`src/source/mmu_pkg.sv`:
```
package mmu_pkg;

    // address widths, Sv32 style.
    localparam int VA_W   = 32;
    localparam int PA_W   = 34;
    localparam int VPN1_W = 10;
    localparam int VPN0_W = 10;
    localparam int VPN_W  = VPN1_W + VPN0_W;

    localparam int PAGE_OFF_W = VA_W - VPN_W;   // 4 KiB page offset.
    localparam int MEGA_OFF_W = VA_W - VPN1_W;  // 4 MiB page offset.

    // pte layout, ppn in the top bits.
    localparam int PTE_W = 32;
    localparam int PPN_W = 22;

    localparam int PTE_V     = 0;
    localparam int PTE_R     = 1;
    localparam int PTE_W_BIT = 2;
    localparam int PTE_X     = 3;

    // one virtual address, read as a 4 KiB or a 4 MiB page.
    typedef union packed {
        struct packed {
            logic [VPN1_W-1:0]     vpn1;
            logic [VPN0_W-1:0]     vpn0;
            logic [PAGE_OFF_W-1:0] offset;
        } page4k;
        struct packed {
            logic [VPN1_W-1:0]     vpn1;
            logic [MEGA_OFF_W-1:0] offset;
        } page4m;
    } va_u;

endpackage

```
`src/source/superpage_tlb.sv`:
```
module superpage_tlb #(
    parameter int SP_ENTRIES = 4
) (
    input  logic                       clk,
    input  logic                       rstn,
    input  logic                       cs,
    input  logic                       we,
    input  logic [mmu_pkg::VPN1_W-1:0] vpn1,
    input  logic [mmu_pkg::PTE_W-1:0]  pte_in,
    output logic                       pte_hit,
    output logic [mmu_pkg::PTE_W-1:0]  pte_out
);
    import mmu_pkg::*;

    localparam int PTR_W = (SP_ENTRIES > 1) ? $clog2(SP_ENTRIES) : 1;

    logic [SP_ENTRIES-1:0] valid;
    logic [VPN1_W-1:0]     tags [SP_ENTRIES];
    logic [PTE_W-1:0]      ptes [SP_ENTRIES];
    logic [PTR_W-1:0]      wr_ptr;
    logic [SP_ENTRIES-1:0] match;
    logic [PTE_W-1:0]      match_pte;

    // round robin pointer, so the oldest fill goes first.
    always_ff @(posedge clk or negedge rstn) begin
        if (!rstn) begin
            valid  <= '0;
            wr_ptr <= '0;
        end else if (cs && we) begin
            valid[wr_ptr] <= 1'b1;
            wr_ptr        <= (wr_ptr == PTR_W'(SP_ENTRIES - 1)) ? '0 : wr_ptr + 1'b1;
        end
    end

    always_ff @(posedge clk) begin
        if (cs && we) begin
            tags[wr_ptr] <= vpn1;
            ptes[wr_ptr] <= pte_in;
        end
    end

    always_comb begin
        match_pte = '0;
        for (int e = 0; e < SP_ENTRIES; e++) begin
            match[e]  = valid[e] && (tags[e] == vpn1);
            match_pte = match_pte | ({PTE_W{match[e]}} & ptes[e]);
        end
    end

    // result held while not selected.
    always_ff @(posedge clk or negedge rstn) begin
        if (!rstn) begin
            pte_hit <= 1'b0;
        end else if (cs && !we) begin
            pte_hit <= |match;
        end
    end

    always_ff @(posedge clk) begin
        if (cs && !we) begin
            pte_out <= match_pte;
        end
    end

endmodule

```
`config.mk`:
```
export PLATFORM = sky130hd
export DESIGN_NAME = superpage_tlb
export DESIGN_NICKNAME = d
export VERILOG_FILES = /design/src/source/mmu_pkg.sv /design/src/source/superpage_tlb.sv
export SDC_FILE = /design/constraint.sdc
export NUM_CORES = 1
export LEC_CHECK = 0
export BUFFER_PORTS_ARGS = -buffer_cell sky130_fd_sc_hd__buf_2
export CORE_MARGIN = 5
export CORE_UTILIZATION = 53
export DETAILED_ROUTE_END_ITERATION = 10
export HOLD_SLACK_MARGIN = 0.06
export PLACE_DENSITY = 0.76
export SETUP_SLACK_MARGIN = 0.3
export SYNTH_ARGS = -nofsm -noshare
export SYNTH_HDL_FRONTEND = slang
export SYNTH_SLANG_ARGS = --single-unit
```
`constraint.sdc`:
```
create_clock -name clk -period 1.9 [get_ports clk]
set_input_delay 0.19 -clock clk [delete_from_list [all_inputs] [get_ports clk]]
set_output_delay 0.19 -clock clk [all_outputs]
set_load 0.01 [all_outputs]
```
# [Yosys cells after proc, flatten, opt, wreduce, memory -nomap -nowiden]
# Memories as Yosys holds them, arrays and structs flattened.
# Cells that the tools add are included.
[op_classes] muxes=5 add_sub_neg=1 n_eq_ne=5 reduce_logical=9 n_lt_le_gt_ge=2 bitwise=8
[ops] cell="32-bit bitwise AND" n=4
[ops] cell="32-bit OR" n=3
[ops] cell="10-bit == test" n=4
[ops] cell="1-bit logical AND" n=7
[ops] cell="4-bit OR" n=1
[ops] cell="4-bit OR reduction" n=1
[ops] cell="2-bit by 3-bit less-than comparator with 1-bit output, second input constant" n=1
[ops] cell="1-bit 2-to-1 mux" n=3
[ops] cell="2-bit by 1-bit adder with 2-bit output, second input constant" n=1
[ops] cell="1-bit demux with 2-bit select" n=1
[ops] cell="2-bit == test, second input constant" n=1
[ops] cell="2-bit by 1-bit >= comparator with 1-bit output, second input constant" n=1
[ops] cell="2-bit 2-to-1 mux" n=1
[ops] cell="1-bit zero test" n=1
[word_totals] n_memories=2 reg_bits=39 out_inout_bits=33 ram_bits=168 word_cells=36
[mem_list] memory="ptes" words=4 width=32 read_ports=4 rd_clocked_by_memory_dff=0 wr=1 line="superpage_tlb.sv:19" text="logic [PTE_W-1:0] ptes [SP_ENTRIES];"
[mem_list] memory="tags" words=4 width=10 read_ports=4 rd_clocked_by_memory_dff=0 wr=1 line="superpage_tlb.sv:18" text="logic [VPN1_W-1:0] tags [SP_ENTRIES];"

# [Logic depth before layout (Yosys ltp)]
# Gate-level depths: netlist (run 1).
[logic_depth] word_depth=6 mapped_depth=7

# [Least setup slack after synthesis (run 1)]
# Ideal clock, no wire load.
[synth_timing] path_kind="input port to flip-flop" from="input we" to="register pte_hit" n_path_buf=0 stages=3 t_required_ns=1.805 setup_ns=0.095 setup_slack_ns=-0.234 t_arrival_ns=2.039 path_cell_list="nor2b_1 > o41ai_1 > o21ai_0"
[synth_between] elab_chain_len=2
[synth_lines] element="start, declared" line="superpage_tlb.sv:7" text="input logic we,"
[synth_lines] element="1-bit zero test" line="superpage_tlb.sv:54" text="end else if (cs && !we) begin"
[synth_lines] element="1-bit logical AND" line="superpage_tlb.sv:54"
[synth_lines] element="end signal, assigned" line="superpage_tlb.sv:55" text="pte_hit <= |match;"
[synth_lines] element="end, declared" line="superpage_tlb.sv:10" text="output logic pte_hit,"
# No other way between the ends.
# A chain may end at the register's enable or synchronous reset.

==> flow_summary.toml, run 1 <==
[drt]
drt_iter0_drc = 299
ant_nets = 0
via_per_inst = 5.46
routedWlPerCell_um = 20.5
drc = 0
firstDrtPassIters = 5
routed_wl_um = 15500
vias = 4119

[grt]
grt_max_degree = 35
grt_pass1_vias = 4311
grt_usage_pct = 17.3
grt_overflow = 0
antenna_found_initial = 1
grt_pass1_wl_um = 23900

[placement]
post-dp-hpwl_um = 8360
routabilityCongestion = 0.725
placed_cell_area_um2 = 8510
portBuffers = 78
place_ws_ns = 0.171

[pwr]
vdd_drop_max_mv = 0.619
leakage_nw = 3.50
powerDensity_nw_per_um2 = 1060
p_total_mw = 10.4

[finish]
final_layout_size_suffix_gt1_share_pct = 34.4
nets = 605
final_cell_mix = "edfxtp_1, buf_2, dlygate4sd3_1, xnor2_1, a22oi_1"
mostFrequentLayoutCell = "edfxtp_1"
synthToLayoutAreaGrowth_pct = 25.8
fin_util_pct = 67.8
fin_area_um2 = 9850

[die]
core_area_um2 = 14500
die_w_um = 132
io-pin-count = 79
design.die.area_um2 = 17300
start_util_pct = 53.9
std_cell_rows = 44
die_h_um = 132

[flow_run]
cap_violations = 0

[clock_network]
h-tree-depth = 1
cts.sinks = 207
cts.clk_slew.worst_paths_ns = 0.06
cts_tree = "built"
cts-root-buf = "clkbuf_16"
clk_path_buf_depth = 3
clk_latency_ns = 0.48
cts_buffers = 22

[setup_path]
worstPathArrival_ns = 2.05
worstSetupEndpointType = "register"
critical_path_class = "reg -> reg"
rr_worst_depth = 7
startpoint_type = "register"
cp.required_ns = 2.24
crit_fanout = 5

[min_path]
hp-class = "in -> reg"
holdPathStages = 1

[yosys]
synth_async_sr_flop_share_pct = 3.38
ys_warn_count = 0
yosysUniqueCellTypes = 29
ys_ff_latch = 207
syn-cell-area_um2 = 7830
syn_area_per_cell_um2 = 19.3
seq_area_frac_synth_pct = 78.9
synthesis.nets = 455
synth_edf_count = 200
yosys.area.top_type = "edfxtp_1"
netlist_top_cells_area = "edfxtp_1, a22oi_2, xnor2_1, a22oi_1, dfrtp_1"
synth_top_area_share_pct = 76.7
yosys_most_used_dff = "edfxtp_1"
syn_inst = 405

[timing]
layout_worst_path_cycle_share_pct = 90.2
fin_crit_ns = 1.71
setup-tns-final_ns = 0
final.setup_skew_ns = 0.00783
setup_viol = 0
slew_viol_final = 0
fmax_mhz = 584
slew_headroom_pct = 64.9
fin_ws_ns = 0.187
hold_viol_final = 0
rsz0062_at_grt = "true"
worst_slew_pin_slew_ns = 0.526

[status]
status = "completed"
-- stage by stage --
step | hold slack [ns] | std cells
detailed placement | 0.0532 | 659
CTS | 0.0728 | 745
finish | 0.0854 | 755
global route | 0.0709 | 755
floorplan | -0.106 | 405
global placement | 0.0507 | 659
-- flip-flops by register name, summed over array words and instances (netlist names) --
| signal | count |
|---|---|
| ptes | 128 |
| pte_out | 32 |
| tags | 40 |
| wr_ptr | 2 |
| valid | 4 |
| pte_hit | 1 |
-- cells by family after synthesis --
group,synth area share (%)
AOI/OAI and AO/OA,8.33
xor gates and xnor gates,4.91
adders and majority gates,0.639
buffers and inverters,2.62
DFF,78.9
muxes,0.144
and+or+nand+nor,4.43
-- synth_stat cells (all sizes together) (2+ instances only) --
cell type	number
nand2	37
xnor2	40
ha	4
dfrtp	7
nor4	2
or2	4
nor3	3
nand3	4
edfxtp	200
inv	3
buf	16
clkbuf	6
a22oi	64
nand4	6
and3	4
-- worst paths after layout --
kind,from,end,slack [ns]
worst min-delay path,vpn1[1],tags[2][1]$_DFFE_PP_,0.09
worst min register to register,valid[2]$_DFFE_PN0P_,valid[2]$_DFFE_PN0P_,0.48
min in group asynchronous,rstn,wr_ptr[0]$_DFFE_PN0P_,0.11
worst max register to register,tags[0][0]$_DFFE_PP_,pte_out[31]$_DFFE_PP_,0.19
max in group asynchronous,rstn,pte_hit$_DFFE_PN0P_,1.59
worst max-delay path,tags[0][0]$_DFFE_PP_,pte_out[31]$_DFFE_PP_,0.19
-- area by class of cell --
| cell class | count | area [um2] |
|---|---|---|
| Inverter | 3 | 11.3 |
| Clock inverter | 8 | 60.1 |
| Fill cell | 949 | 4680 |
| Sequential cell | 207 | 6180 |
| Clock buffer | 31 | 646 |
| Antenna cell | 1 | 2.50 |
| Tap cell | 184 | 230 |
| Timing Repair Buffer | 148 | 1220 |
| Multi-Input combinational cell | 173 | 1500 |
-- worst max-delay path, cell delays in order (launching register included) --
cell      delay [ns]
edfxtp_1        0.37
xnor2_1         0.21
nand4_1         0.18
nor4_4          0.32
buf_6           0.20
buf_12          0.14
a22oi_2         0.05
nand2_1         0.09
-- metal layers --
| metal | track usage (%) | vias up | part of all wire (%) |
|---|---|---|---|
| met3 | 3.25 | 29 | 6.3 |
| met5 | 0 | - | 0 |
| met4 | 4.57 | 0 | 2.1 |
| li1 | - | 1888 | - |
| met1 | 23.7 | 2063 | 41 |
| met2 | 28.9 | 139 | 50 |
-- repair_timing --
item                       in CTS  in global routing
resized for setup               5                  5
cloned                          2                  2
hold endpoints to repair      164                  0
setup endpoints to repair      34                 91
setup buffers                   3                  7
hold buffers                   42                  0
pin swaps                       5                 10
-- power breakdown --
| group | total (mW) | internal, mW | switching (mW) |
|---|---|---|---|
| registers | 5.54 | 5.41 | 0.133 |
| logic | 0.785 | 0.338 | 0.446 |
| clock network | 4.07 | 2.49 | 1.59 |
(Power assumes the default switching activity.)
==> run 2, diff against run 1 <==
Settings changed: REMOVE_ABC_BUFFERS from default to 1.
==> flow_summary.toml, run 2 (synthesized netlist as in run 1, its figures left out) <==
[timing]
setup-tns-final_ns = 0
slew_headroom_pct = 66.4
final.setup_skew_ns = 0.00858
rsz0062_at_grt = "true"
fin_crit_ns = 1.71
hold_slack_ns = 0.0735
slew_viol_final = 0
setup_viol = 0
fmax_mhz = 584
hold_viol_final = 0
worst_slew_pin_slew_ns = 0.503
layout_worst_path_cycle_share_pct = 90.1

[setup_path]
critical_path_class = "reg -> reg"
crit_fanout = 8
cp.required_ns = 2.25
worstPathArrival_ns = 2.06
startpoint_type = "register"
worstSetupEndpointType = "register"

[pwr]
seqPwrFrac_pct = 56.0
comb_power_share_pct = 7.9
p_total_mw = 9.90
switching_share_pct = 21.6
vdd_drop_max_mv = 0.921
powerDensity_nw_per_um2 = 1010
switchingPower_mw = 2.14
leakage_nw = 3.45
p_int_mw = 7.76
pwr-share-clk_pct = 36.1

[status]
status = "completed"

[clock_network]
cts_tree = "built"
cts_buffers = 21
clk_path_buf_depth = 3
cts.sinks = 207
h-tree-depth = 1
cts-root-buf = "clkbuf_16"
clk_latency_ns = 0.49
cts.clk_slew.worst_paths_ns = 0.06

[finish]
final_layout_size_suffix_gt1_share_pct = 33.9
diodes = 0
final_cell_count_no_fill = 747
fin_util_pct = 67.3
mostFrequentLayoutCell = "edfxtp_1"
reg.largest.list = "ptes x128, tags x40, pte_out x32"
synthToLayoutAreaGrowth_pct = 24.9
largest_register_ffs = 128
nets = 600
final_cell_mix = "edfxtp_1, buf_2, dlygate4sd3_1, xnor2_1"
largest_register = "ptes"

[grt]
grt_pass1_vias = 4304
grt_usage_pct = 18.0
grt_overflow = 0
grt_max_degree = 34
antenna_found_initial = 0
grt_pass1_wl_um = 24400

[placement]
portBuffers = 78
post-dp-hpwl_um = 8820
dp.cells = 662
routabilityCongestion = 0.743

[drt]
firstDrtPassIters = 5
routed_wl_um = 15900
ant_nets = 0
drc = 0
vias = 4113
via_per_inst = 5.51
drt_iter0_drc = 274
routedWlPerCell_um = 21.3

[die]
core_area_um2 = 14500
die_w_um = 132
start_util_pct = 53.9
die_h_um = 132
std_cell_rows = 44
io-pin-count = 79
design.die.area_um2 = 17300

[min_path]
hp-class = "in -> async"

[flow_run]
cap_violations = 0
run 2: cell types whose count changed in the layout (fill, tap and decap cells not counted), sizes merged:
cell	previous run	this run
clkinv	7	8
bufinv	1	0
clkbuf	33	28
diode	1	0
inv	3	4
buf	104	102
dlygate4sd3	42	41
run 2: metal layers:
| metal | vias up | share of wire [%] | global-route usage, % |
|---|---|---|---|
| li1 | 1871 | - | - |
| met1 | 2082 | 41 | 23.6 |
| met2 | 142 | 52 | 31.1 |
| met3 | 18 | 5.9 | 4.01 |
| met4 | 0 | 1.2 | 3.66 |
| met5 | - | 0 | 0 |
run 2: timing repair:
action,CTS,global route
gates cloned,4,1
endpoints found under the hold margin,164,0
setup buffers,3,0
endpoints found under the setup margin,84,33
pin swaps,8,5
hold buffers,41,0
resized for setup,12,4
run 2: layout make-up:
type	instances	area, um2
flip-flops and latches	207	6180
repair buffers	144	1250
well taps	184	230
clock inverters	9	45.0
clock buffers	27	548
multi-input cells	173	1520
fillers	966	4750
inverters	3	11.3
run 2: path summary, 6_finish.rpt:
kind	startpoint	endpoint	slack, ns	cells after the start
max in group asynchronous	rstn	wr_ptr[0]$_DFFE_PN0P_	1.67	2
min in group clk	vpn1[5]	tags[0][5]$_DFFE_PP_	0.09	1
setup / recovery	tags[0][5]$_DFFE_PP_	pte_out[27]$_DFFE_PP_	0.19	7
setup reg to reg	tags[0][5]$_DFFE_PP_	pte_out[27]$_DFFE_PP_	0.19	7
hold reg to reg	valid[2]$_DFFE_PN0P_	valid[2]$_DFFE_PN0P_	0.48	1
hold / removal	rstn	pte_hit$_DFFE_PN0P_	0.07	2
run 2: critical path, stage by stage (launching register included):
cell      delay, ns
edfxtp_1       0.42
xnor2_1        0.21
nand3_1        0.16
nor4_4         0.31
buf_6          0.20
buf_16         0.16
a22oi_2        0.06
nand2_1        0.06
run 2: power by group through the flow:
stage / Sequential (mW) / Combinational, mW / Clock (mW)
6_report: 5.54 / 0.781 / 3.58
5_1_grt: 5.56 / 0.848 / 3.85
4_1_cts: 5.54 / 0.789 / 3.66
3_5_place_dp: 5.63 / 0.699 / 0
3_3_place_gp: 5.61 / 0.667 / 0
2_1_floorplan: 5.62 / 0.322 / 0
run 2: metrics by stage:
stage               cell area (um2)  setup slack (ns)
floorplan                      7640            -0.839
finish                         9780             0.188
detailed placement             8560             0.108
global placement               8560             0.189
global route                   9780            0.0957
CTS                            9740             0.242
