### src/source/mmu_pkg.sv
package mmu_pkg;

    // address widths, Sv32 style.
    localparam int VA_W   = 32;
    localparam int PA_W   = 34;
    localparam int VPN1_W = 10;
    localparam int VPN0_W = 10;
    localparam int VPN_W  = VPN1_W + VPN0_W;

    localparam int PAGE_OFF_W = VA_W - VPN_W;   // 4 KiB page offset.
    localparam int MEGA_OFF_W = VA_W - VPN1_W;  // 4 MiB page offset.

    // pte layout, ppn in the top bits.
    localparam int PTE_W = 32;
    localparam int PPN_W = 22;

    localparam int PTE_V     = 0;
    localparam int PTE_R     = 1;
    localparam int PTE_W_BIT = 2;
    localparam int PTE_X     = 3;

    // one virtual address, read as a 4 KiB or a 4 MiB page.
    typedef union packed {
        struct packed {
            logic [VPN1_W-1:0]     vpn1;
            logic [VPN0_W-1:0]     vpn0;
            logic [PAGE_OFF_W-1:0] offset;
        } page4k;
        struct packed {
            logic [VPN1_W-1:0]     vpn1;
            logic [MEGA_OFF_W-1:0] offset;
        } page4m;
    } va_u;

endpackage

### src/source/xlate_combine.sv
module xlate_combine (
    input  logic                       clk,
    input  logic                       rstn,
    input  logic                       req_valid,
    input  logic [mmu_pkg::VA_W-1:0]   req_va,
    input  logic                       req_write,
    input  logic                       fill_valid,
    input  logic [mmu_pkg::VA_W-1:0]   fill_va,
    input  logic [mmu_pkg::PTE_W-1:0]  fill_pte,
    input  logic                       fill_mega,
    input  logic                       rsp_ready,
    input  logic                       tlb_hit,
    input  logic [mmu_pkg::PTE_W-1:0]  tlb_pte,
    input  logic                       sp_hit,
    input  logic [mmu_pkg::PTE_W-1:0]  sp_pte,
    output logic                       req_ready,
    output logic                       fill_ready,
    output logic                       tlb_cs,
    output logic                       tlb_we,
    output logic [mmu_pkg::VPN_W-1:0]  tlb_vpn,
    output logic                       sp_cs,
    output logic                       sp_we,
    output logic [mmu_pkg::VPN1_W-1:0] sp_vpn1,
    output logic [mmu_pkg::PTE_W-1:0]  pte_in,
    output logic                       rsp_valid,
    output logic                       rsp_hit,
    output logic [mmu_pkg::PA_W-1:0]   rsp_pa,
    output logic                       rsp_fault
);
    import mmu_pkg::*;

    va_u        req_view;
    va_u        fill_view;
    va_u        va_q;
    logic       write_q;
    logic       stall;
    logic       fill_go;
    logic       req_go;
    logic [PTE_W-1:0] sel_pte;

    assign req_view  = req_va;
    assign fill_view = fill_va;

    // fills win over lookups. nothing moves while a response is stuck.
    assign stall      = rsp_valid && !rsp_ready;
    assign fill_ready = !stall;
    assign req_ready  = !stall && !fill_valid;
    assign fill_go    = fill_valid && fill_ready;
    assign req_go     = req_valid && req_ready;

    assign tlb_cs  = fill_go ? !fill_mega : req_go;
    assign tlb_we  = fill_go;
    assign tlb_vpn = fill_go ? {fill_view.page4k.vpn1, fill_view.page4k.vpn0}
                             : {req_view.page4k.vpn1, req_view.page4k.vpn0};
    assign sp_cs   = fill_go ? fill_mega : req_go;
    assign sp_we   = fill_go;
    assign sp_vpn1 = fill_go ? fill_view.page4m.vpn1 : req_view.page4m.vpn1;
    assign pte_in  = fill_pte;

    always_ff @(posedge clk or negedge rstn) begin
        if (!rstn) begin
            rsp_valid <= 1'b0;
        end else if (req_go) begin
            rsp_valid <= 1'b1;
        end else if (rsp_ready) begin
            rsp_valid <= 1'b0;
        end
    end

    always_ff @(posedge clk) begin
        if (req_go) begin
            va_q    <= req_view;
            write_q <= req_write;
        end
    end

    // superpage result wins.
    assign sel_pte = sp_hit ? sp_pte : tlb_pte;
    assign rsp_hit = sp_hit || tlb_hit;

    always_comb begin
        if (sp_hit) begin
            rsp_pa = {sel_pte[PTE_W-1 -: PPN_W-VPN0_W], va_q.page4m.offset};
        end else if (tlb_hit) begin
            rsp_pa = {sel_pte[PTE_W-1 -: PPN_W], va_q.page4k.offset};
        end else begin
            rsp_pa = '0;
        end
    end

    assign rsp_fault = rsp_hit && (!sel_pte[PTE_V] || (write_q && !sel_pte[PTE_W_BIT]));

endmodule
### config.mk
export PLATFORM = sky130hd
export DESIGN_NAME = xlate_combine
export DESIGN_NICKNAME = d
export VERILOG_FILES = /design/src/source/mmu_pkg.sv /design/src/source/xlate_combine.sv
export SDC_FILE = /design/constraint.sdc
export NUM_CORES = 1
export LEC_CHECK = 0
export ABC_AREA = 1
export BUFFER_PORTS_ARGS = -buffer_cell sky130_fd_sc_hd__buf_2
export CORE_AREA = 4 4 104 106
export CTS_CLUSTER_DIAMETER = 50
export DETAILED_ROUTE_END_ITERATION = 6
export DIE_AREA = 0 0 108 110
export GPL_TIMING_DRIVEN = 0
export PLACE_DENSITY = 0.54
export SYNTH_ARGS = -nofsm -noshare
export SYNTH_HDL_FRONTEND = slang
export SYNTH_SLANG_ARGS = --single-unit
### constraint.sdc
create_clock -name clk -period 1.9 [get_ports clk]
set_input_delay 0.285 -clock clk [delete_from_list [all_inputs] [get_ports clk]]
set_output_delay 0.285 -clock clk [all_outputs]
set_load 0.05 [all_outputs]
; Word-level counts from Yosys, hierarchy flattened
; Cells that the tools add are included.
[totals]
reg_bits = 24
latch_bits = 0
ramBits = 0
rom_bits = 0
input_bits = 169
output_inout_bits = 105
wordCells = 27
mem_count = 0
[op_classes]
add_sub_neg = 0
multipliers = 0
div_mod_pow = 0
order_cmp = 0
eq_ne = 0
shift = 0
muxes = 9
bitwise_logic = 0
reduce_logical = 15
[op_table]
columns = operator, n
row1 = two-way mux 34 bit, 2
row2 = two-way mux 32 bit, 1
row3 = two-way mux 20 bit, 1
row4 = two-way mux 10 bit, 1
row5 = logical AND 1 bit, 6
row6 = zero test 1 bit, 6
row7 = two-way mux 1 bit, 4
row8 = logical OR 1 bit, 2
row9 = nonzero test 2 bit, 1

; Logic depth before layout (Yosys ltp)
; Gate-level depths: netlist of the first run.
[logic_depth]
word_depth = 6
depth_mapped = 7
ltp_nobuf = 5

; Worst setup path after synthesis of the first run
; Ideal clock, no wire load.
[synth_path]
path_kind = reg-to-output
start = register rsp_valid
end = output port tlb_vpn[12] (netlist bit)
t_arrival_ns = 1.769
slack_ns = -0.154
path_stages_with_launch = 6
path_cell_list = dfrtp_1 nand2_4 buf_4 nand3_1 nand2_1 buf_4
[synth_via]
elab_chain_len = 4
[synth_lines]
columns = item, line
row1 = start: declaration, xlate_combine.sv:25  ; output logic rsp_valid,
row2 = start signal: assignment, xlate_combine.sv:62  ; rsp_valid <= 1'b0;
row3 = start signal: assignment, xlate_combine.sv:64  ; rsp_valid <= 1'b1;
row4 = start signal: assignment, xlate_combine.sv:66  ; rsp_valid <= 1'b0;
row5 = logical AND 1 bit, xlate_combine.sv:45  ; assign stall = rsp_valid && !rsp_ready;
row6 = zero test 1 bit, xlate_combine.sv:46  ; assign fill_ready = !stall;
row7 = named net fill_ready, xlate_combine.sv:17  ; output logic fill_ready,
row8 = logical AND 1 bit, xlate_combine.sv:48  ; assign fill_go = fill_valid && fill_ready;
row9 = two-way mux 20 bit, xlate_combine.sv:53  ; assign tlb_vpn = fill_go ? {fill_view.page4k.vpn1, fill_view.page4k.vpn0}
row10 = end: declaration, xlate_combine.sv:20  ; output logic [mmu_pkg::VPN_W-1:0] tlb_vpn,
; The timed path passes the listed nets, and every way through them passes these cells.

; Worst setup path in the final report of the first run
[layout_path]
start = register rsp_valid
end = output port tlb_vpn[16] (netlist bit)
[layout_via]
elab_chain_len = 4
[layout_lines]
columns = item, line
row1 = logical AND 1 bit, xlate_combine.sv:45
row2 = zero test 1 bit, xlate_combine.sv:46
row3 = logical AND 1 bit, xlate_combine.sv:48
row4 = two-way mux 20 bit, xlate_combine.sv:53
; No other way between the ends.

==> impl_metrics.tcl, run 1 <==
set metrics [dict create \
    grt_pass1_wl_um 10070 \
    timing.final.max_slew_violations 0 \
    io_buffers 201 \
    p_per_area_nw_per_um2 693.2 \
    yosysSeqAreaShare_pct 37.46 \
    fin_nets 635 \
    cp_data_required_time_ps 1620 \
    fp.dieW_um 108 \
    drv_cap 0 \
    postRouteAntennaNets 0 \
    vias 2294 \
    postSynthCellCount 259 \
    cts_made_buffers 3 \
    fmax_mhz 549.4 \
    antenna_cells 0 \
    setup_viol 0 \
    firstDrtPassIters 4 \
    ys_types 14 \
    whs_ps 185.7 \
    place.gp.congestion 0.8035 \
    swShare_pct 45.05 \
    setup_tns_ps 0 \
    clock_latency_ps 270 \
    drtIter0Drc 106 \
    dieArea_um2 11880 \
    rsz0062_at_grt "false" \
    maxSlewHeadroom_pct 66.66 \
    wl_per_cell_um 12.16 \
    dp.cells 593 \
    power_mw 2.229 \
    hold_class "input pin to flip-flop" \
    grt_max_degree 24 \
    initial_core_util_pct 19.55 \
    antenna_found_initial 0 \
    grt_remaining_overflow 0 \
    crit_type "flip-flop to output pin" \
    critical_path.slowest_cell "dfrtp_2" \
    post_cts_buffers 0 \
    num_io_pins 274 \
    netlist_area_um2 1911 \
    sequentialPowerShare_pct 27.7 \
    power_frac_clock_pct 20.2 \
    p_int_mw 1.225 \
    drive_gt1_share_pct 59.78 \
    htree_levels 1 \
    wirelength_um 7270 \
    period_needed_ps 1820 \
    finClkSkew_ps 3.352 \
    post-route-period-util_pct 95.80 \
    path_common_cell "nand2_2" \
    hpwl_um 6328 \
    syn_to_final_growth_pct 68.30 \
    syn_area_per_cell_um2 7.377 \
    yosysWarnings 0 \
    die_h_um 110 \
    clockRootBuffer "clkbuf_8" \
    critPathLaunchType "flip-flop" \
    cp.arrival_ps 1540 \
    path_cells "nand2_4 -> nand2_2 -> buf_6 -> nand2_1 -> nand2_2 -> buf_4 -> clkbuf_4" \
    vias_per_cell 3.836 \
    ys_ff_latch 24 \
    status "finished, final reports clean" \
    cts_buffer_depth 2 \
    place_ws_ps 95.09 \
    instances_no_fill 598 \
    critPathMaxFanout 10 \
    core_um2 9774 \
    synth_fp_nets 428 \
    critPathMaxStageDelay_ps 440 \
    finalHoldViolations 0 \
    endpoint_kind "output pin" \
    p_comb_share_pct 52.1 \
    cts.sinks 24 \
    ir_drop_uv 245.7 \
    power.switching_mw 1.004 \
    grt_pass1_vias 2161 \
    drc_errors 0 \
    cts.clk_slew.worst_paths_ps 90 \
    layout_setup_ws_ps 79.86 \
    power_leakage_nw 1.912 \
    cts_tree "yes" \
    rows 36 \
    worst_pin_slew_ps 499.1 \
    grt_usage_pct 10.63 \
]
[through the flow]
step / area (um^2) / util, %
after floorplan: 1932 / -
after detailed placement: 3104 / 31.76
final: 3216 / 32.90
after global placement: 3104 / 31.76
after CTS: 3186 / 32.59
after global routing: 3216 / 32.90
[worst max-delay path: cells and delay by family (launching register included)]
family                 cells  cell delay [ps]
buffers and inverters      3              480
AND/OR/NAND/NOR            4              350
flip-flops                 1              440
[logic make-up after synthesis]
family                 after synthesis  share of synthesized area, %
buffers and inverters               79                         27.77
flip-flops                          24                         37.46
AND/OR/NAND/NOR                    156                         34.77
[flip-flops by register name, indices dropped and copies added, names as in the netlist]
signal / count
rsp_valid: 1
va_q: 22
write_q: 1
[placed cells by master, fill, tap and decap left out]
cell             n
buf_4           46
nand3_1         43
inv_2            2
nor2_1          15
bufinv_16        1
clkinvlp_4       1
nand2_2          8
clkbuf_8         3
nand2_1         85
buf_6            8
clkbuf_4         9
inv_1           18
nand3b_1         2
nor2_2           1
edfxtp_1        23
dlygate4sd3_1    1
nand2_4          1
dfrtp_2          1
nor2_4           1
buf_2          196
[power groups by stage]
stage	registers, mW	logic (mW)	clock network (mW)
floorplan	0.635	0.848	0
global placement	0.630	1.15	0
detailed placement	0.630	1.16	0
CTS	0.618	1.16	0.471
global route	0.620	1.23	0.490
finish	0.618	1.16	0.450
[synth_stat cells]
cell type	n	area (um^2)
nand2_4	1	11.26
dfrtp_1	1	25.02
buf_4	47	352.8
nand2_2	1	6.260
edfxtp_1	23	690.7
inv_2	2	7.510
nor2_1	16	60.06
nand3b_1	2	15.01
nor2_4	1	11.26
nand2_1	92	345.3
buf_6	7	78.83
inv_1	19	71.32
buf_2	4	20.02
nand3_1	43	215.2
[final cells by class]
class | count | area [um^2]
sequential | 24 | 716.9
buffer | 58 | 455.4
fill | 1069 | 6559
timing repair buffer | 202 | 1039
multi-input combinational | 156 | 684.4
inverter | 21 | 82.58
clock buffer | 3 | 41.29
clock inverter | 1 | 30.03
tap | 133 | 166.4
[worst paths after layout]
check                                from          end  slack (ps)  cells past startpoint
worst max-delay path            rsp_valid  tlb_vpn[16]          80                      7
worst min-delay path            req_va[3]      va_q[3]         190                      1
worst max register to register  rsp_valid     va_q[18]         310                      3
worst min register to register  rsp_valid    rsp_valid         740                      3
max in group asynchronous            rstn    rsp_valid        1500                      2
min in group asynchronous            rstn    rsp_valid         310                      2
[repair_timing]
action	4_1_cts	5_1_grt
setup endpoints to repair	0	32
resized for setup	0	11
hold buffers	1	0
hold endpoints to repair	1	0
[metal layers]
metal	wire length, um	share of wire [%]	global-route usage [%]	up-vias
met3	928	13	2.912	2
met4	48	0.66	2.976	0
met5	0	0	0	-
li1	-	-	-	1178
met1	2569	35	11.15	963
met2	3724	51	20.69	151
Power figures use the tool's default switching activity.
==> run 2: changes to the inputs <==
Settings changed: ABC_AREA 1 to unset, BUFFER_PORTS_ARGS -buffer_cell sky130_fd_sc_hd__buf_2 to unset, CORE_AREA 4 4 104 106 to 4 4 103 105, DIE_AREA 0 0 108 110 to 0 0 107 109, DONT_BUFFER_PORTS set to 1, PLACE_DENSITY 0.54 to 0.3.
Clock period 1.9 ns to 1.6 ns, I/O delays scaled along.
==> impl_metrics.tcl, run 2 <==
set metrics [dict create \
    hold_end "va_q[18]" \
    cts_tree "yes" \
    post-route-period-util_pct 137.2 \
    p_per_area_nw_per_um2 1032 \
    synth_commonest_cells "buf_4, edfxtp_1, a22o_1" \
    power_leakage_nw 0.9828 \
    reg2reg_to "va_q[9]" \
    grt_pass1_vias 1434 \
    maxSlewHeadroom_pct 58.66 \
    synth_ff_type "edfxtp_1" \
    ys_ff_latch 24 \
    final_common_cell "buf_4" \
    dieArea_um2 11660 \
    fin_nets 338 \
    synth_edf_count 23 \
    final_area_um2 2386 \
    clock_latency_ps 270 \
    drv_cap 0 \
    crit_start "rsp_valid" \
    cts_made_buffers 3 \
    hpwl_um 5373 \
    clockRootBuffer "clkbuf_8" \
    finClkSkew_ps 4.502 \
    cts.sinks 24 \
    num_io_pins 274 \
    drc_errors 0 \
    yosysTopAreaCell "edfxtp_1" \
    drive_gt1_share_pct 76.79 \
    setup_viol 58 \
    place.gp.congestion 0.7011 \
    rows 36 \
    grt_remaining_overflow 0 \
    drtIter0Drc 46 \
    timing.rr.start "rsp_valid" \
    vias 1242 \
    ys_types 19 \
    postPlaceCellArea_um2 2046 \
    netlist_area_um2 1785 \
    rrSetupSlack_ps -140 \
    yosysWarnings 0 \
    synth.area.top_cells "edfxtp_1, buf_4, mux2_4, a22o_1, nor2b_1" \
    top_register "va_q" \
    cts_buffer_depth 2 \
    place_ws_ps -523.5 \
    synth_fp_nets 321 \
    initial_core_util_pct 18.52 \
    postSynthCellCount 152 \
    timing.final.max_slew_violations 0 \
    critPathLaunchType "flip-flop" \
    endpoint_kind "output pin" \
    cp.arrival_ps 1960 \
    violations "setup timing" \
    postRouteAntennaNets 0 \
    hold_class "input pin to flip-flop" \
    rsz0062_at_grt "true" \
    wirelength_um 6486 \
    dp.cells 285 \
    instances_no_fill 301 \
    syn_area_per_cell_um2 11.75 \
    crit_type "flip-flop to output pin" \
    reg2regPathDepth 7 \
    grt_usage_pct 9.433 \
    antenna_cells 0 \
    core_um2 9639 \
    nFillCells 1020 \
    async_flop_share_pct 4.167 \
    fmax_mhz 455.5 \
    setup_tns_ps -19080 \
    hold_depth 0 \
    yosysSeqAreaShare_pct 40.08 \
    layout_setup_ws_ps -595.6 \
    critPathMaxFanout 5 \
    vias_per_cell 4.126 \
    reg_top3 "va_q x22, rsp_valid x1, write_q x1" \
    cts.clk_slew.worst_paths_ps 100 \
    cp_data_required_time_ps 1360 \
    firstDrtPassIters 3 \
    worst_hold_startpoint "req_va[18]" \
    wl_per_cell_um 21.55 \
    io_buffers 0 \
    ir_drop_uv 386.9 \
    period_needed_ps 2196 \
    finalHoldViolations 0 \
    die_h_um 109 \
    largest_reg_flops 22 \
    worst_pin_slew_ps 620.0 \
    htree_levels 1 \
    grt_pass1_wl_um 8073 \
    synth_top_area_share_pct 38.68 \
    final_cell_mix "buf_4, edfxtp_1, a22o_2, mux2_4, nor2b_2" \
    fp.dieW_um 107 \
    antenna_found_initial 0 \
    syn_to_final_growth_pct 33.64 \
    grt_max_degree 15 \
    status "complete, but fails checks" \
    synth.most_common_cell "buf_4" \
]
[run 2: worst max path at each step]
stage / to / cells after the start
global placement: va_q[14] / 2
detailed placement: va_q[14] / 2
CTS: tlb_vpn[13] / 6
global route: tlb_vpn[11] / 6
floorplan: tlb_vpn[10] / 6
finish: tlb_vpn[11] / 6
[run 2: final cells by class]
cell class / instances / area (um^2) / share of cell area [%]
multi-input combinational: 74 / 783.3 / 32.83
inverter: 4 / 23.77 / 0.9963
clock buffer: 3 / 41.29 / 1.730
tap: 133 / 166.4 / 6.974
buffer: 51 / 470.5 / 19.72
clock inverter: 1 / 30.03 / 1.259
sequential: 24 / 716.9 / 30.05
timing repair buffer: 11 / 153.9 / 6.450
[run 2: cell families after synthesis]
family	Yosys count	share of synthesized area (%)
buffers and inverters	55	22.92
AO/OA/AOI/OAI	27	11.98
AND/OR/NAND/NOR	26	8.409
flip-flops	24	40.08
multiplexers	20	16.61
[run 2: where the power goes]
| part | total (mW) | internal [mW] | switching (mW) |
|---|---|---|---|
| clock | 0.550 | 0.335 | 0.216 |
| sequential | 0.737 | 0.721 | 0.0155 |
| combinational | 1.17 | 0.330 | 0.845 |
| total | 2.46 | 1.39 | 1.08 |
[run 2: timing repair]
item	in CTS	in global routing
gates cloned	2	0
pin swaps	3	3
endpoints found under the setup margin	92	59
setup buffers	7	2
endpoints found under the hold margin	1	0
resized for setup	48	1
hold buffers	1	0
[run 2: critical path, cell delays in order, from the launching register on]
cell and delay, ps:
dfrtp_2 540, nor2b_4 250, inv_6 100, nand2_8 90
buf_16 120, mux2_4 390, buf_8 180
[run 2: per-stage QoR]
step,power [mW],utilization [%],hold slack [ps]
after floorplan,1.779,-,-55.59
after global placement,1.845,21.22,-55.54
after detailed placement,1.843,21.22,-55.54
after CTS,2.491,24.31,40.47
after global routing,2.556,24.75,31.33
final,2.461,24.75,55.70
[run 2: layer usage]
metal / track usage, % / routed length [um]
met4: 4.749 / 174
met5: 0 / 0
met2: 19.38 / 3706
met1: 8.113 / 1937
met3: 2.783 / 668
==> run 3: changes to the inputs <==
Settings changed: CORE_AREA 4 4 103 105 to 2 2 107 109, DIE_AREA 0 0 107 109 to 0 0 109 111.
==> impl_metrics.tcl, run 3 (synthesis gave the netlist of run 2 again) <==
set metrics [dict create \
    grt_remaining_overflow 0 \
    power_mw 2.596 \
    grt_usage_pct 8.075 \
    dp.cells 295 \
    critPathLaunchType "flip-flop" \
    place.gp.congestion 0.6821 \
    final_cell_mix "buf_4, edfxtp_1, a22o_2, mux2_4, nor2b_2" \
    antenna_found_initial 0 \
    p_per_area_nw_per_um2 1128 \
    grt_max_degree 24 \
    cp_data_required_time_ps 1360 \
    final_common_cell "buf_4" \
    drv_cap 0 \
    syn_to_final_growth_pct 28.94 \
    drive_gt1_share_pct 75.31 \
    hold_depth 0 \
    whs_ps 70.45 \
    ir_drop_uv 377.4 \
    grt_pass1_vias 1111 \
    drc_errors 0 \
    largest_reg_flops 22 \
    wirelength_um 5537 \
    post-route-period-util_pct 138.3 \
    vias_per_cell 3.892 \
    worst_pin_slew_ps 1232 \
    instances_no_fill 305 \
    critPathMaxFanout 10 \
    regArea_um2 716.9 \
    rsz0062_at_grt "true" \
    fin_util_pct 20.78 \
    cts.sinks 24 \
    cts_made_buffers 3 \
    fin_nets 332 \
    wl_per_cell_um 18.15 \
    power_leakage_nw 0.9560 \
    period_needed_ps 2213 \
    initial_core_util_pct 16.12 \
    vias 1187 \
    layout_setup_ws_ps -613.3 \
    firstDrtPassIters 4 \
    maxSlewHeadroom_pct 17.80 \
    clockRootBuffer "clkbuf_16" \
    die_h_um 111 \
    postRouteAntennaNets 0 \
    endpoint_kind "output pin" \
    cts.clk_slew.worst_paths_ps 70 \
    setup_viol 58 \
    timing.final.max_slew_violations 0 \
    fmax_mhz 451.8 \
    violations "setup timing" \
    cts_buffer_depth 2 \
    dieArea_um2 12100 \
    finClkSkew_ps 1.968 \
    grt_pass1_wl_um 7017 \
    reg2regPathDepth 2 \
    drtIter0Drc 25 \
    hpwl_um 4659 \
    place_ws_ps -534.0 \
    htree_levels 1 \
    antenna_cells 0 \
    multi_input_area_um2 755.7 \
    clock_latency_ps 260 \
    crit_type "flip-flop to output pin" \
    rows 39 \
    cp.arrival_ps 1970 \
    cts_tree "yes" \
    io_buffers 0 \
    hold_class "input pin to flip-flop" \
    core_um2 11080 \
    status "complete, but fails checks" \
    finalHoldViolations 0 \
    nFillCells 1176 \
    fp.dieW_um 109 \
    top_register "va_q" \
    num_io_pins 274 \
    reg_top3 "va_q x22, rsp_valid x1, write_q x1" \
]
[run 3: changes by cell type in the layout (fill, tap and decap cells not counted), sizes merged]
cell / before / now
clkinvlp: 1 / 0
inv: 3 / 4
buf: 60 / 54
nor2: 5 / 4
clkbuf: 4 / 5
[run 3: through the flow]
stage | setup TNS [ps] | instance area, um^2
floorplan | -8695 | 1879
global placement | -23610 | 2058
detailed placement | -22550 | 2058
CTS | -30420 | 2273
global route | -33090 | 2302
finish | -27770 | 2302
[run 3: worst max-delay path, stage by stage, from the launching register on]
cell and delay (ps):
dfrtp_2 520, nor2b_4 280, inv_6 110, nand2_8 80, buf_12 130, mux2_4 400, buf_8 180
[run 3: repair_timing]
action,CTS,global route
setup buffers,4,1
setup endpoints to repair,85,73
resized for setup,32,12
endpoints found under the hold margin,1,0
hold buffers,1,0
pin swaps,1,1
[run 3: power by group]
group | internal [mW] | leakage [nW] | switching, mW
clock network | 0.498 | 0.0511 | 0.238
registers | 0.722 | 0.225 | 0.0159
logic | 0.296 | 0.680 | 0.826
[run 3: metal layers]
layer	up-vias	global-route usage [%]	wire [um]
li1	516	-	-
met1	536	8.800	1898
met2	133	15.49	3027
met3	2	1.587	577
met4	0	2.051	34
met5	-	0	0
[run 3: path summary, 6_finish.rpt]
path | start | endpoint | slack, ps
max in group asynchronous | rstn | rsp_valid | 1310
setup reg to reg | rsp_valid | va_q[17] | -440
min in group asynchronous | rstn | rsp_valid | 180
hold / removal | req_va[11] | va_q[11] | 70
setup / recovery | rsp_valid | tlb_vpn[16] | -610
hold reg to reg | rsp_valid | rsp_valid | 940
[run 3: area by class of cell]
| class | instances | area share, % |
|---|---|---|
| Buffer | 51 | 20.43 |
| Clock buffer | 3 | 3.261 |
| Clock inverter | 1 | 1.304 |
| Inverter | 4 | 0.8696 |
| Multi-Input combinational cell | 73 | 32.83 |
| Sequential cell | 24 | 31.14 |
| Tap cell | 143 | 7.772 |
| Timing Repair Buffer | 6 | 2.391 |
